## config.mk

```make
export PLATFORM = sky130hd
export DESIGN_NAME = cmd_seq_top
export DESIGN_NICKNAME = d
export VERILOG_FILES = /design/src/cmd_seq_pkg.sv /design/src/cmd_seq_engine.sv /design/src/cmd_seq_regs.sv /design/src/cmd_seq_serializer.sv /design/src/cmd_seq_top.sv
export VERILOG_INCLUDE_DIRS = /design/src
export SDC_FILE = /design/constraint.sdc
export NUM_CORES = 2
export LEC_CHECK = 0
export BUFFER_PORTS_ARGS = -buffer_cell sky130_fd_sc_hd__buf_2
export CAP_MARGIN = 10
export CORE_UTILIZATION = 50
export DETAILED_ROUTE_END_ITERATION = 8
export PLACE_DENSITY = 0.65
export SLEW_MARGIN = 15
export SYNTH_ARGS = -nofsm -noshare
export SYNTH_HDL_FRONTEND = slang
export SYNTH_SLANG_ARGS = --single-unit
```

## constraint.sdc

```tcl
create_clock -name CMD_CLK_IN -period 9.7 [get_ports CMD_CLK_IN]
set_input_delay 1.94 -clock CMD_CLK_IN [delete_from_list [all_inputs] [get_ports CMD_CLK_IN]]
set_output_delay 1.94 -clock CMD_CLK_IN [all_outputs]
set_load 0.1 [all_outputs]
```

## src/cmd_seq_settings.svh

```systemverilog
// command memory size, address widths, register offsets and reset defaults
`ifndef CMD_SEQ_SETTINGS_SVH
`define CMD_SEQ_SETTINGS_SVH

// command memory, 256 bytes hold up to 2048 pattern bits
`define CMD_SEQ_MEM_BYTES       256
`define CMD_SEQ_MEM_ADDR_W      8
`define CMD_SEQ_BIT_ADDR_W      11

// axi4-lite byte address width
`define CMD_SEQ_AXI_ADDR_W      12

// register map
`define CMD_SEQ_REG_RESET       12'h000
`define CMD_SEQ_REG_START       12'h004
`define CMD_SEQ_REG_CONF        12'h008
`define CMD_SEQ_REG_SIZE        12'h00C
`define CMD_SEQ_REG_REPEAT      12'h010
`define CMD_SEQ_REG_START_REP   12'h014
`define CMD_SEQ_REG_STOP_REP    12'h018
`define CMD_SEQ_MEM_BASE        12'h400

// repeat once unless told otherwise
`define CMD_SEQ_REPEAT_DEFAULT  32'd1

`endif

```

## src/cmd_seq_pkg.sv

```systemverilog
// configuration struct and bit-request struct of the command sequencer
`include "cmd_seq_settings.svh"

package cmd_seq_pkg;

    // live configuration from the register file, 82 bits
    typedef struct packed {
        logic [15:0] size;
        // 0 is handled as a single pass
        logic [31:0] repeat_cnt;
        logic [15:0] start_rep;
        logic [15:0] stop_rep;
        logic        en_ext_start;
        logic        dis_cmd_pulse;
    } cmd_seq_cfg_t;

    // one pattern bit to send, 14 bits
    typedef struct packed {
        logic                           valid;
        logic [`CMD_SEQ_BIT_ADDR_W-1:0] bit_addr;
        // first body bit of a pass
        logic                           body_first;
        // final bit of the whole stream
        logic                           last;
    } cmd_seq_bit_t;

endpackage

```

## src/cmd_seq_engine.sv

```systemverilog
// sequencing FSM with config snapshot, bit counter, repeat counter and bit requests
`include "cmd_seq_settings.svh"

module cmd_seq_engine (
    input  logic                      CMD_CLK_IN,
    input  logic                      RST_CMD_CLK,
    input  cmd_seq_pkg::cmd_seq_cfg_t cfg,
    input  logic                      start,
    input  logic                      soft_rst,
    input  logic                      ext_start,
    input  logic                      ready,
    output cmd_seq_pkg::cmd_seq_bit_t bit_req,
    output logic                      ext_start_enable
);

    typedef enum logic {
        S_IDLE,
        S_RUN
    } state_t;

    state_t      state;
    logic [15:0] cnt;
    logic [31:0] rep_left;
    logic [15:0] start_rep;
    logic [15:0] body_last;
    logic [15:0] last_addr;
    logic        cfg_ok;
    logic        accept;
    logic        at_body_last;
    logic        at_end;

    assign ext_start_enable = cfg.en_ext_start;

    // header plus trailer has to leave at least one body bit
    assign cfg_ok = ({1'b0, cfg.start_rep} + {1'b0, cfg.stop_rep}) < {1'b0, cfg.size};

    // requests while busy are simply lost
    assign accept = (start || (ext_start && cfg.en_ext_start))
                    && ready && state == S_IDLE && cfg_ok;

    assign at_body_last = cnt == body_last;
    assign at_end       = cnt == last_addr && rep_left == 32'd1;

    always_ff @(posedge CMD_CLK_IN) begin
        if (RST_CMD_CLK || soft_rst) begin
            state <= S_IDLE;
        end else begin
            case (state)
                S_IDLE: begin
                    if (accept) begin
                        state <= S_RUN;
                    end
                end
                S_RUN: begin
                    if (at_end) begin
                        state <= S_IDLE;
                    end
                end
                default: state <= S_IDLE;
            endcase
        end
    end

    // while idle the snapshot tracks cfg, so the accepting edge freezes it
    always_ff @(posedge CMD_CLK_IN) begin
        if (state == S_IDLE) begin
            cnt       <= '0;
            start_rep <= cfg.start_rep;
            body_last <= cfg.size - cfg.stop_rep - 16'd1;
            last_addr <= cfg.size - 16'd1;
            rep_left  <= (cfg.repeat_cnt == '0) ? 32'd1 : cfg.repeat_cnt;
        end else if (at_body_last && rep_left != 32'd1) begin
            // back to the first body bit for another pass
            cnt      <= start_rep;
            rep_left <= rep_left - 32'd1;
        end else begin
            cnt <= cnt + 16'd1;
        end
    end

    // one request per running cycle
    always_ff @(posedge CMD_CLK_IN) begin
        bit_req.bit_addr   <= cnt[`CMD_SEQ_BIT_ADDR_W-1:0];
        bit_req.body_first <= cnt == start_rep;
        bit_req.last       <= at_end;
        if (RST_CMD_CLK || soft_rst) begin
            bit_req.valid <= 1'b0;
        end else begin
            bit_req.valid <= state == S_RUN;
        end
    end

endmodule

```

## src/cmd_seq_regs.sv

```systemverilog
// AXI4-Lite register file, command memory with byte read port, start and soft-reset pulses
`include "cmd_seq_settings.svh"

module cmd_seq_regs (
    input  logic                           CMD_CLK_IN,
    input  logic                           RST_CMD_CLK,
    input  logic [`CMD_SEQ_AXI_ADDR_W-1:0] s_axi_awaddr,
    input  logic                           s_axi_awvalid,
    output logic                           s_axi_awready,
    input  logic [31:0]                    s_axi_wdata,
    input  logic [3:0]                     s_axi_wstrb,
    input  logic                           s_axi_wvalid,
    output logic                           s_axi_wready,
    output logic [1:0]                     s_axi_bresp,
    output logic                           s_axi_bvalid,
    input  logic                           s_axi_bready,
    input  logic [`CMD_SEQ_AXI_ADDR_W-1:0] s_axi_araddr,
    input  logic                           s_axi_arvalid,
    output logic                           s_axi_arready,
    output logic [31:0]                    s_axi_rdata,
    output logic [1:0]                     s_axi_rresp,
    output logic                           s_axi_rvalid,
    input  logic                           s_axi_rready,
    output cmd_seq_pkg::cmd_seq_cfg_t      cfg,
    output logic                           start,
    output logic                           soft_rst,
    input  logic [`CMD_SEQ_MEM_ADDR_W-1:0] mem_rd_addr,
    output logic [7:0]                     mem_rd_data,
    input  logic                           ready
);

    localparam logic [`CMD_SEQ_AXI_ADDR_W-1:0] MEM_BASE = `CMD_SEQ_MEM_BASE;
    localparam int AW = `CMD_SEQ_AXI_ADDR_W;
    localparam int MW = `CMD_SEQ_MEM_ADDR_W;

    logic [7:0]  mem [`CMD_SEQ_MEM_BYTES];
    logic        wr_fire;
    logic        rd_fire;
    logic        wr_is_mem;
    logic        rd_is_mem;
    logic [31:0] rd_value;

    assign wr_fire   = s_axi_awvalid && s_axi_wvalid && s_axi_awready;
    assign rd_fire   = s_axi_arvalid && s_axi_arready;
    // memory window is aligned to its own size
    assign wr_is_mem = s_axi_awaddr[AW-1:MW] == MEM_BASE[AW-1:MW];
    assign rd_is_mem = s_axi_araddr[AW-1:MW] == MEM_BASE[AW-1:MW];

    assign start    = wr_fire && s_axi_awaddr == `CMD_SEQ_REG_START;
    assign soft_rst = wr_fire && s_axi_awaddr == `CMD_SEQ_REG_RESET;

    assign s_axi_wready = s_axi_awready;
    assign s_axi_bresp  = 2'b00;
    assign s_axi_rresp  = 2'b00;

    // write handshake, one request per response
    always_ff @(posedge CMD_CLK_IN) begin
        if (RST_CMD_CLK) begin
            s_axi_awready <= 1'b0;
            s_axi_bvalid  <= 1'b0;
        end else begin
            s_axi_awready <= s_axi_awvalid && s_axi_wvalid && !s_axi_bvalid && !s_axi_awready;
            if (wr_fire) begin
                s_axi_bvalid <= 1'b1;
            end else if (s_axi_bready) begin
                s_axi_bvalid <= 1'b0;
            end
        end
    end

    // read handshake
    always_ff @(posedge CMD_CLK_IN) begin
        if (RST_CMD_CLK) begin
            s_axi_arready <= 1'b0;
            s_axi_rvalid  <= 1'b0;
        end else begin
            s_axi_arready <= s_axi_arvalid && !s_axi_rvalid && !s_axi_arready;
            if (rd_fire) begin
                s_axi_rvalid <= 1'b1;
            end else if (s_axi_rready) begin
                s_axi_rvalid <= 1'b0;
            end
        end
    end

    always_ff @(posedge CMD_CLK_IN) begin
        if (rd_fire) begin
            s_axi_rdata <= rd_value;
        end
    end

    // configuration registers, byte strobes honoured
    always_ff @(posedge CMD_CLK_IN) begin
        if (RST_CMD_CLK || soft_rst) begin
            cfg.size          <= '0;
            cfg.repeat_cnt    <= `CMD_SEQ_REPEAT_DEFAULT;
            cfg.start_rep     <= '0;
            cfg.stop_rep      <= '0;
            cfg.en_ext_start  <= 1'b0;
            cfg.dis_cmd_pulse <= 1'b0;
        end else if (wr_fire) begin
            for (int i = 0; i < 4; i++) begin
                if (s_axi_wstrb[i]) begin
                    if (s_axi_awaddr == `CMD_SEQ_REG_REPEAT) begin
                        cfg.repeat_cnt[8*i +: 8] <= s_axi_wdata[8*i +: 8];
                    end
                    if (i < 2 && s_axi_awaddr == `CMD_SEQ_REG_SIZE) begin
                        cfg.size[8*i +: 8] <= s_axi_wdata[8*i +: 8];
                    end
                    if (i < 2 && s_axi_awaddr == `CMD_SEQ_REG_START_REP) begin
                        cfg.start_rep[8*i +: 8] <= s_axi_wdata[8*i +: 8];
                    end
                    if (i < 2 && s_axi_awaddr == `CMD_SEQ_REG_STOP_REP) begin
                        cfg.stop_rep[8*i +: 8] <= s_axi_wdata[8*i +: 8];
                    end
                end
            end
            if (s_axi_awaddr == `CMD_SEQ_REG_CONF && s_axi_wstrb[0]) begin
                cfg.en_ext_start  <= s_axi_wdata[0];
                cfg.dis_cmd_pulse <= s_axi_wdata[1];
            end
        end
    end

    // pattern byte k lives in word k/4, lane k%4
    always_ff @(posedge CMD_CLK_IN) begin
        if (wr_fire && wr_is_mem) begin
            for (int i = 0; i < 4; i++) begin
                if (s_axi_wstrb[i]) begin
                    mem[{s_axi_awaddr[MW-1:2], 2'(i)}] <= s_axi_wdata[8*i +: 8];
                end
            end
        end
    end

    // serializer fetch port, one cycle latency
    always_ff @(posedge CMD_CLK_IN) begin
        mem_rd_data <= mem[mem_rd_addr];
    end

    always_comb begin
        rd_value = '0;
        if (rd_is_mem) begin
            for (int i = 0; i < 4; i++) begin
                rd_value[8*i +: 8] = mem[{s_axi_araddr[MW-1:2], 2'(i)}];
            end
        end else begin
            case (s_axi_araddr)
                `CMD_SEQ_REG_START:     rd_value = {31'b0, ready};
                `CMD_SEQ_REG_CONF:      rd_value = {30'b0, cfg.dis_cmd_pulse, cfg.en_ext_start};
                `CMD_SEQ_REG_SIZE:      rd_value = {16'b0, cfg.size};
                `CMD_SEQ_REG_REPEAT:    rd_value = cfg.repeat_cnt;
                `CMD_SEQ_REG_START_REP: rd_value = {16'b0, cfg.start_rep};
                `CMD_SEQ_REG_STOP_REP:  rd_value = {16'b0, cfg.stop_rep};
                default:                rd_value = '0;
            endcase
        end
    end

endmodule

```

## src/cmd_seq_serializer.sv

```systemverilog
// bit serializer: byte fetch, MSB-first bit select, data and start-pulse outputs, ready flag
`include "cmd_seq_settings.svh"

module cmd_seq_serializer (
    input  logic                           CMD_CLK_IN,
    input  logic                           RST_CMD_CLK,
    input  cmd_seq_pkg::cmd_seq_bit_t      bit_req,
    input  logic                           dis_cmd_pulse,
    input  logic [7:0]                     mem_rd_data,
    input  logic                           soft_rst,
    output logic [`CMD_SEQ_MEM_ADDR_W-1:0] mem_rd_addr,
    output logic                           cmd_data,
    output logic                           cmd_start_flag,
    output logic                           ready
);

    // request delayed to line up with the fetched byte
    cmd_seq_pkg::cmd_seq_bit_t req_d;
    logic                      out_last;
    logic                      busy;

    assign mem_rd_addr = bit_req.bit_addr[`CMD_SEQ_BIT_ADDR_W-1:3];

    always_ff @(posedge CMD_CLK_IN) begin
        req_d.bit_addr   <= bit_req.bit_addr;
        req_d.body_first <= bit_req.body_first;
        req_d.last       <= bit_req.last;
        if (RST_CMD_CLK || soft_rst) begin
            req_d.valid    <= 1'b0;
            cmd_data       <= 1'b0;
            cmd_start_flag <= 1'b0;
            out_last       <= 1'b0;
            busy           <= 1'b0;
        end else begin
            req_d.valid    <= bit_req.valid;
            // bit 0 of the pattern is the msb of byte 0
            cmd_data       <= req_d.valid && mem_rd_data[3'd7 - req_d.bit_addr[2:0]];
            cmd_start_flag <= req_d.valid && req_d.body_first && !dis_cmd_pulse;
            out_last       <= req_d.valid && req_d.last;
            if (bit_req.valid) begin
                busy <= 1'b1;
            end else if (out_last) begin
                busy <= 1'b0;
            end
        end
    end

    // low from the first request until the final bit has left cmd_data
    assign ready = !(busy || bit_req.valid);

endmodule

```

## src/cmd_seq_top.sv

```systemverilog
// top level of the command sequencer: register file, engine and serializer
`include "cmd_seq_settings.svh"

module cmd_seq_top (
    input  logic                           CMD_CLK_IN,
    input  logic                           RST_CMD_CLK,
    input  logic [`CMD_SEQ_AXI_ADDR_W-1:0] s_axi_awaddr,
    input  logic                           s_axi_awvalid,
    output logic                           s_axi_awready,
    input  logic [31:0]                    s_axi_wdata,
    input  logic [3:0]                     s_axi_wstrb,
    input  logic                           s_axi_wvalid,
    output logic                           s_axi_wready,
    output logic [1:0]                     s_axi_bresp,
    output logic                           s_axi_bvalid,
    input  logic                           s_axi_bready,
    input  logic [`CMD_SEQ_AXI_ADDR_W-1:0] s_axi_araddr,
    input  logic                           s_axi_arvalid,
    output logic                           s_axi_arready,
    output logic [31:0]                    s_axi_rdata,
    output logic [1:0]                     s_axi_rresp,
    output logic                           s_axi_rvalid,
    input  logic                           s_axi_rready,
    input  logic                           cmd_ext_start,
    output logic                           cmd_ext_start_enable,
    output logic                           cmd_data,
    output logic                           cmd_ready,
    output logic                           cmd_start_flag
);

    cmd_seq_pkg::cmd_seq_cfg_t      cfg;
    cmd_seq_pkg::cmd_seq_bit_t      bit_req;
    logic                           start;
    logic                           soft_rst;
    logic [`CMD_SEQ_MEM_ADDR_W-1:0] mem_rd_addr;
    logic [7:0]                     mem_rd_data;

    // decode
    cmd_seq_regs u_regs (
        .ready (cmd_ready),
        .*
    );

    // execute
    cmd_seq_engine u_engine (
        .ext_start        (cmd_ext_start),
        .ext_start_enable (cmd_ext_start_enable),
        .ready            (cmd_ready),
        .*
    );

    // result
    cmd_seq_serializer u_serializer (
        .dis_cmd_pulse (cfg.dis_cmd_pulse),
        .ready         (cmd_ready),
        .*
    );

endmodule

```

==> results.toml <==
[pwr]
clkPwrFrac_pct = 44.4
pwr-share-seq_pct = 50.7
intPower_mw = 16.5
power.switching_mw = 4.80
power_frac_comb_pct = 4.9
powerDensity_nw_per_um2 = 178
leakagePower_nw = 36.5
sw_frac_of_total_pct = 22.5
ir_worst_vdd_mv = 0.174

[layout]
post-route-util_pct = 56.3
nNetsFinal = 5928
final_cell_mix = "2160 x edfxtp_1, 1186 x mux4_2, 285 x nor2_1, 238 x buf_4, 231 x clkbuf_16"
regArea_um2 = 67600
fillCellCount = 15783
drive_gt1_share_pct = 34.1
multi_input_area_um2 = 37900
area_growth_pct = 11.6
final_common_cell = "edfxtp_1"

[global_route]
grt_overflow_total = 0
use_met2_pct = 52.6
grtUsageTotal_pct = 36.7
met1_usage_pct = 48.4
grt_max_degree = 133
grt_pass1_vias = 63906
grt_pass1_wl_mm = 540
antenna_found_initial = 34
met3_usage_pct = 14.8
grt_busiest_layer = "met2"

[sta]
finalSetupViolations = 0
drv_slew = 0
hold_viol = 0
period_needed_ps = 5700
setup_tns_ps = 0
period_share_pct = 58.7
whs_ps = 335
worst_slew_pin_slew_ps = 1370
fmax_ghz = 0.176
skew_ps = 53.7
rsz0062_at_grt = "false"
maxSlewHeadroom_pct = 8.61

[floorplanning]
num_rows = 169
ios = 113
die_w_um = 465
core_um2 = 213000
initial_utilization_pct = 50.4
die_area_um2 = 216000
fp.dieH_um = 465

[critical_path]
criticalPathCategory = "primary input to register"
start_kind = "primary input"
crit_path_start = "s_axi_araddr[2]"
r2r-start = "u_engine.bit_req[5]$_DFF_P_"
critPathArrivalTime_ps = 6300
crit_path_max_fanout = 96
worst_setup_path_end_kind = "register"
reg2reg_slack_ps = 4920
cp.required_ps = 10310

[logic_synthesis]
netlist_area_um2 = 107000
synth-edff-count = 2160
synthFlopType = "edfxtp_1"
synth-seq-area-share_pct = 63.0
synth-seq-cells = 2295
yosysWarnings = 0
syn_area_per_cell_um2 = 18.9
async_flop_share_pct = 0
synthCells = 5673
synth_cell_types = 69

[clocking]
cts_tree = "done"
root_buffer = "clkbuf_16"
clock-sinks = 2295
cts_setup_buffers = 0
htreeDepth = 4
ctsResizeCount = 0
cts_hold_buf = 0
cts_buffers = 231
clock_latency_ps = 920
clk_pin_slew_ps = 60
cts_buffer_depth = 3

[worst_hold_path]
hold_start = "u_engine.bit_req[0]$_DFF_P_"
hold_class = "register to register"

[placed_design]
place.gp.congestion = 1.05
portBuffers = 108
dpl.hpwl_mm = 262

[routing]
avgRoutedWirePerCell_um = 45.0
vias = 66827
drtPass1Iterations = 7
drcViolationCount = 0
antenna_left = 0
vias_per_cell = 7.56
drtIter0Drc = 13623
wl_mm = 398

[run_status]
status = "finished, final reports clean"

[flow_run]
cap_violations = 0
## state kept, by name, summed over array words and instances (netlist names), 16 cells and up
signal and flops:
u_engine.start_rep 16, u_regs.mem 2048, u_engine.rep_left 32, u_engine.body_last 16, u_regs.cfg 82, u_regs.s_axi_rdata 32, u_engine.last_addr 16, u_engine.cnt 16
## layout make-up
class / count / share of cell area (%)
Inverter: 51 / 0.160
Clock inverter: 157 / 1.65
Clock buffer: 273 / 4.99
Timing Repair Buffer: 328 / 2.08
Multi-Input combinational cell: 2901 / 31.7
Sequential cell: 2295 / 56.5
Antenna cell: 18 / 0.0376
Tap cell: 2821 / 2.95
## cells by family (layout without fill, tap and decap cells)
group / after synthesis / in the layout / synth area share (%)
buf+inv: 480 / 809 / 2.04
flops: 2295 / 2295 / 63.0
other cells: 1 / 22 / 0.00350
xor+xnor: 127 / 127 / 1.04
simple gates: 859 / 859 / 3.60
fa+ha+maj: 52 / 52 / 0.621
mux: 1346 / 1346 / 26.4
compound gates: 513 / 513 / 3.24
## synthesized netlist by cell type, types with 7 or more instances
cell type	instances	share of area, %
edfxtp_1	2160	61
a21oi_1	152	0.71
nand4_1	16	0.093
and3_1	10	0.058
o21ai_0	62	0.29
inv_1	50	0.18
mux4_2	1186	25
a22o_1	67	0.55
xnor2_1	71	0.58
clkbuf_1	198	0.69
a21o_1	7	0.049
xor2_1	56	0.46
mux2i_1	140	1.3
nand2_1	186	0.65
buf_2	125	0.58
mux2_2	20	0.21
a211oi_1	9	0.063
nor3_1	57	0.27
ha_1	50	0.58
or3_1	8	0.047
nand3_1	75	0.35
nand2b_1	14	0.082
o22ai_1	47	0.27
a221oi_1	73	0.60
nor4_1	39	0.23
buf_4	43	0.30
a22oi_1	44	0.31
dfxtp_1	135	2.5
buf_6	9	0.095
nor2b_1	17	0.099
nor3b_1	7	0.049
o22a_1	15	0.12
buf_1	54	0.19
nor2_1	391	1.4
## per-stage QoR
step	worst slack [ps]	cells	total power, mW	cell area [µm²]
finish	4000	8844	21.3	120000
CTS	4290	8825	21.3	120000
detailed placement	3310	8395	12.0	112000
floorplan	5520	5676	11.5	107000
global route	3940	8830	21.7	120000
global placement	2990	8393	12.0	112000
## metal layers
layer	part of all wire (%)	routed length (µm)
met1	34	136000
met3	16	64200
met4	6.3	25100
met2	43	173000
met5	0.066	264
## power by group through the flow
stage | registers (mW) | clock network [mW] | logic [mW]
5_1_grt | 10.8 | 9.83 | 1.05
3_5_place_dp | 11.0 | 0 | 1.01
3_3_place_gp | 11.0 | 0 | 1.00
6_report | 10.8 | 9.47 | 1.05
4_1_cts | 10.8 | 9.47 | 1.01
2_1_floorplan | 11.0 | 0 | 0.470
## final timing paths
path,endpoint,cells past startpoint
worst max-delay path,u_regs.s_axi_rdata[2]$_DFFE_PP_,7
worst min-delay path,u_serializer.req_d[0]$_DFF_P_,0
worst max register to register,u_regs.mem_rd_data[4]$_DFF_P_,8
worst min register to register,u_serializer.req_d[0]$_DFF_P_,0
## critical path: stages
cell	delay [ps]
buf_8	700
buf_12	680
mux4_2	660
mux4_2	610
a221oi_1	1030
o22a_1	320
nand3_1	170
Note: power is estimated with default switching activity, not from simulation.
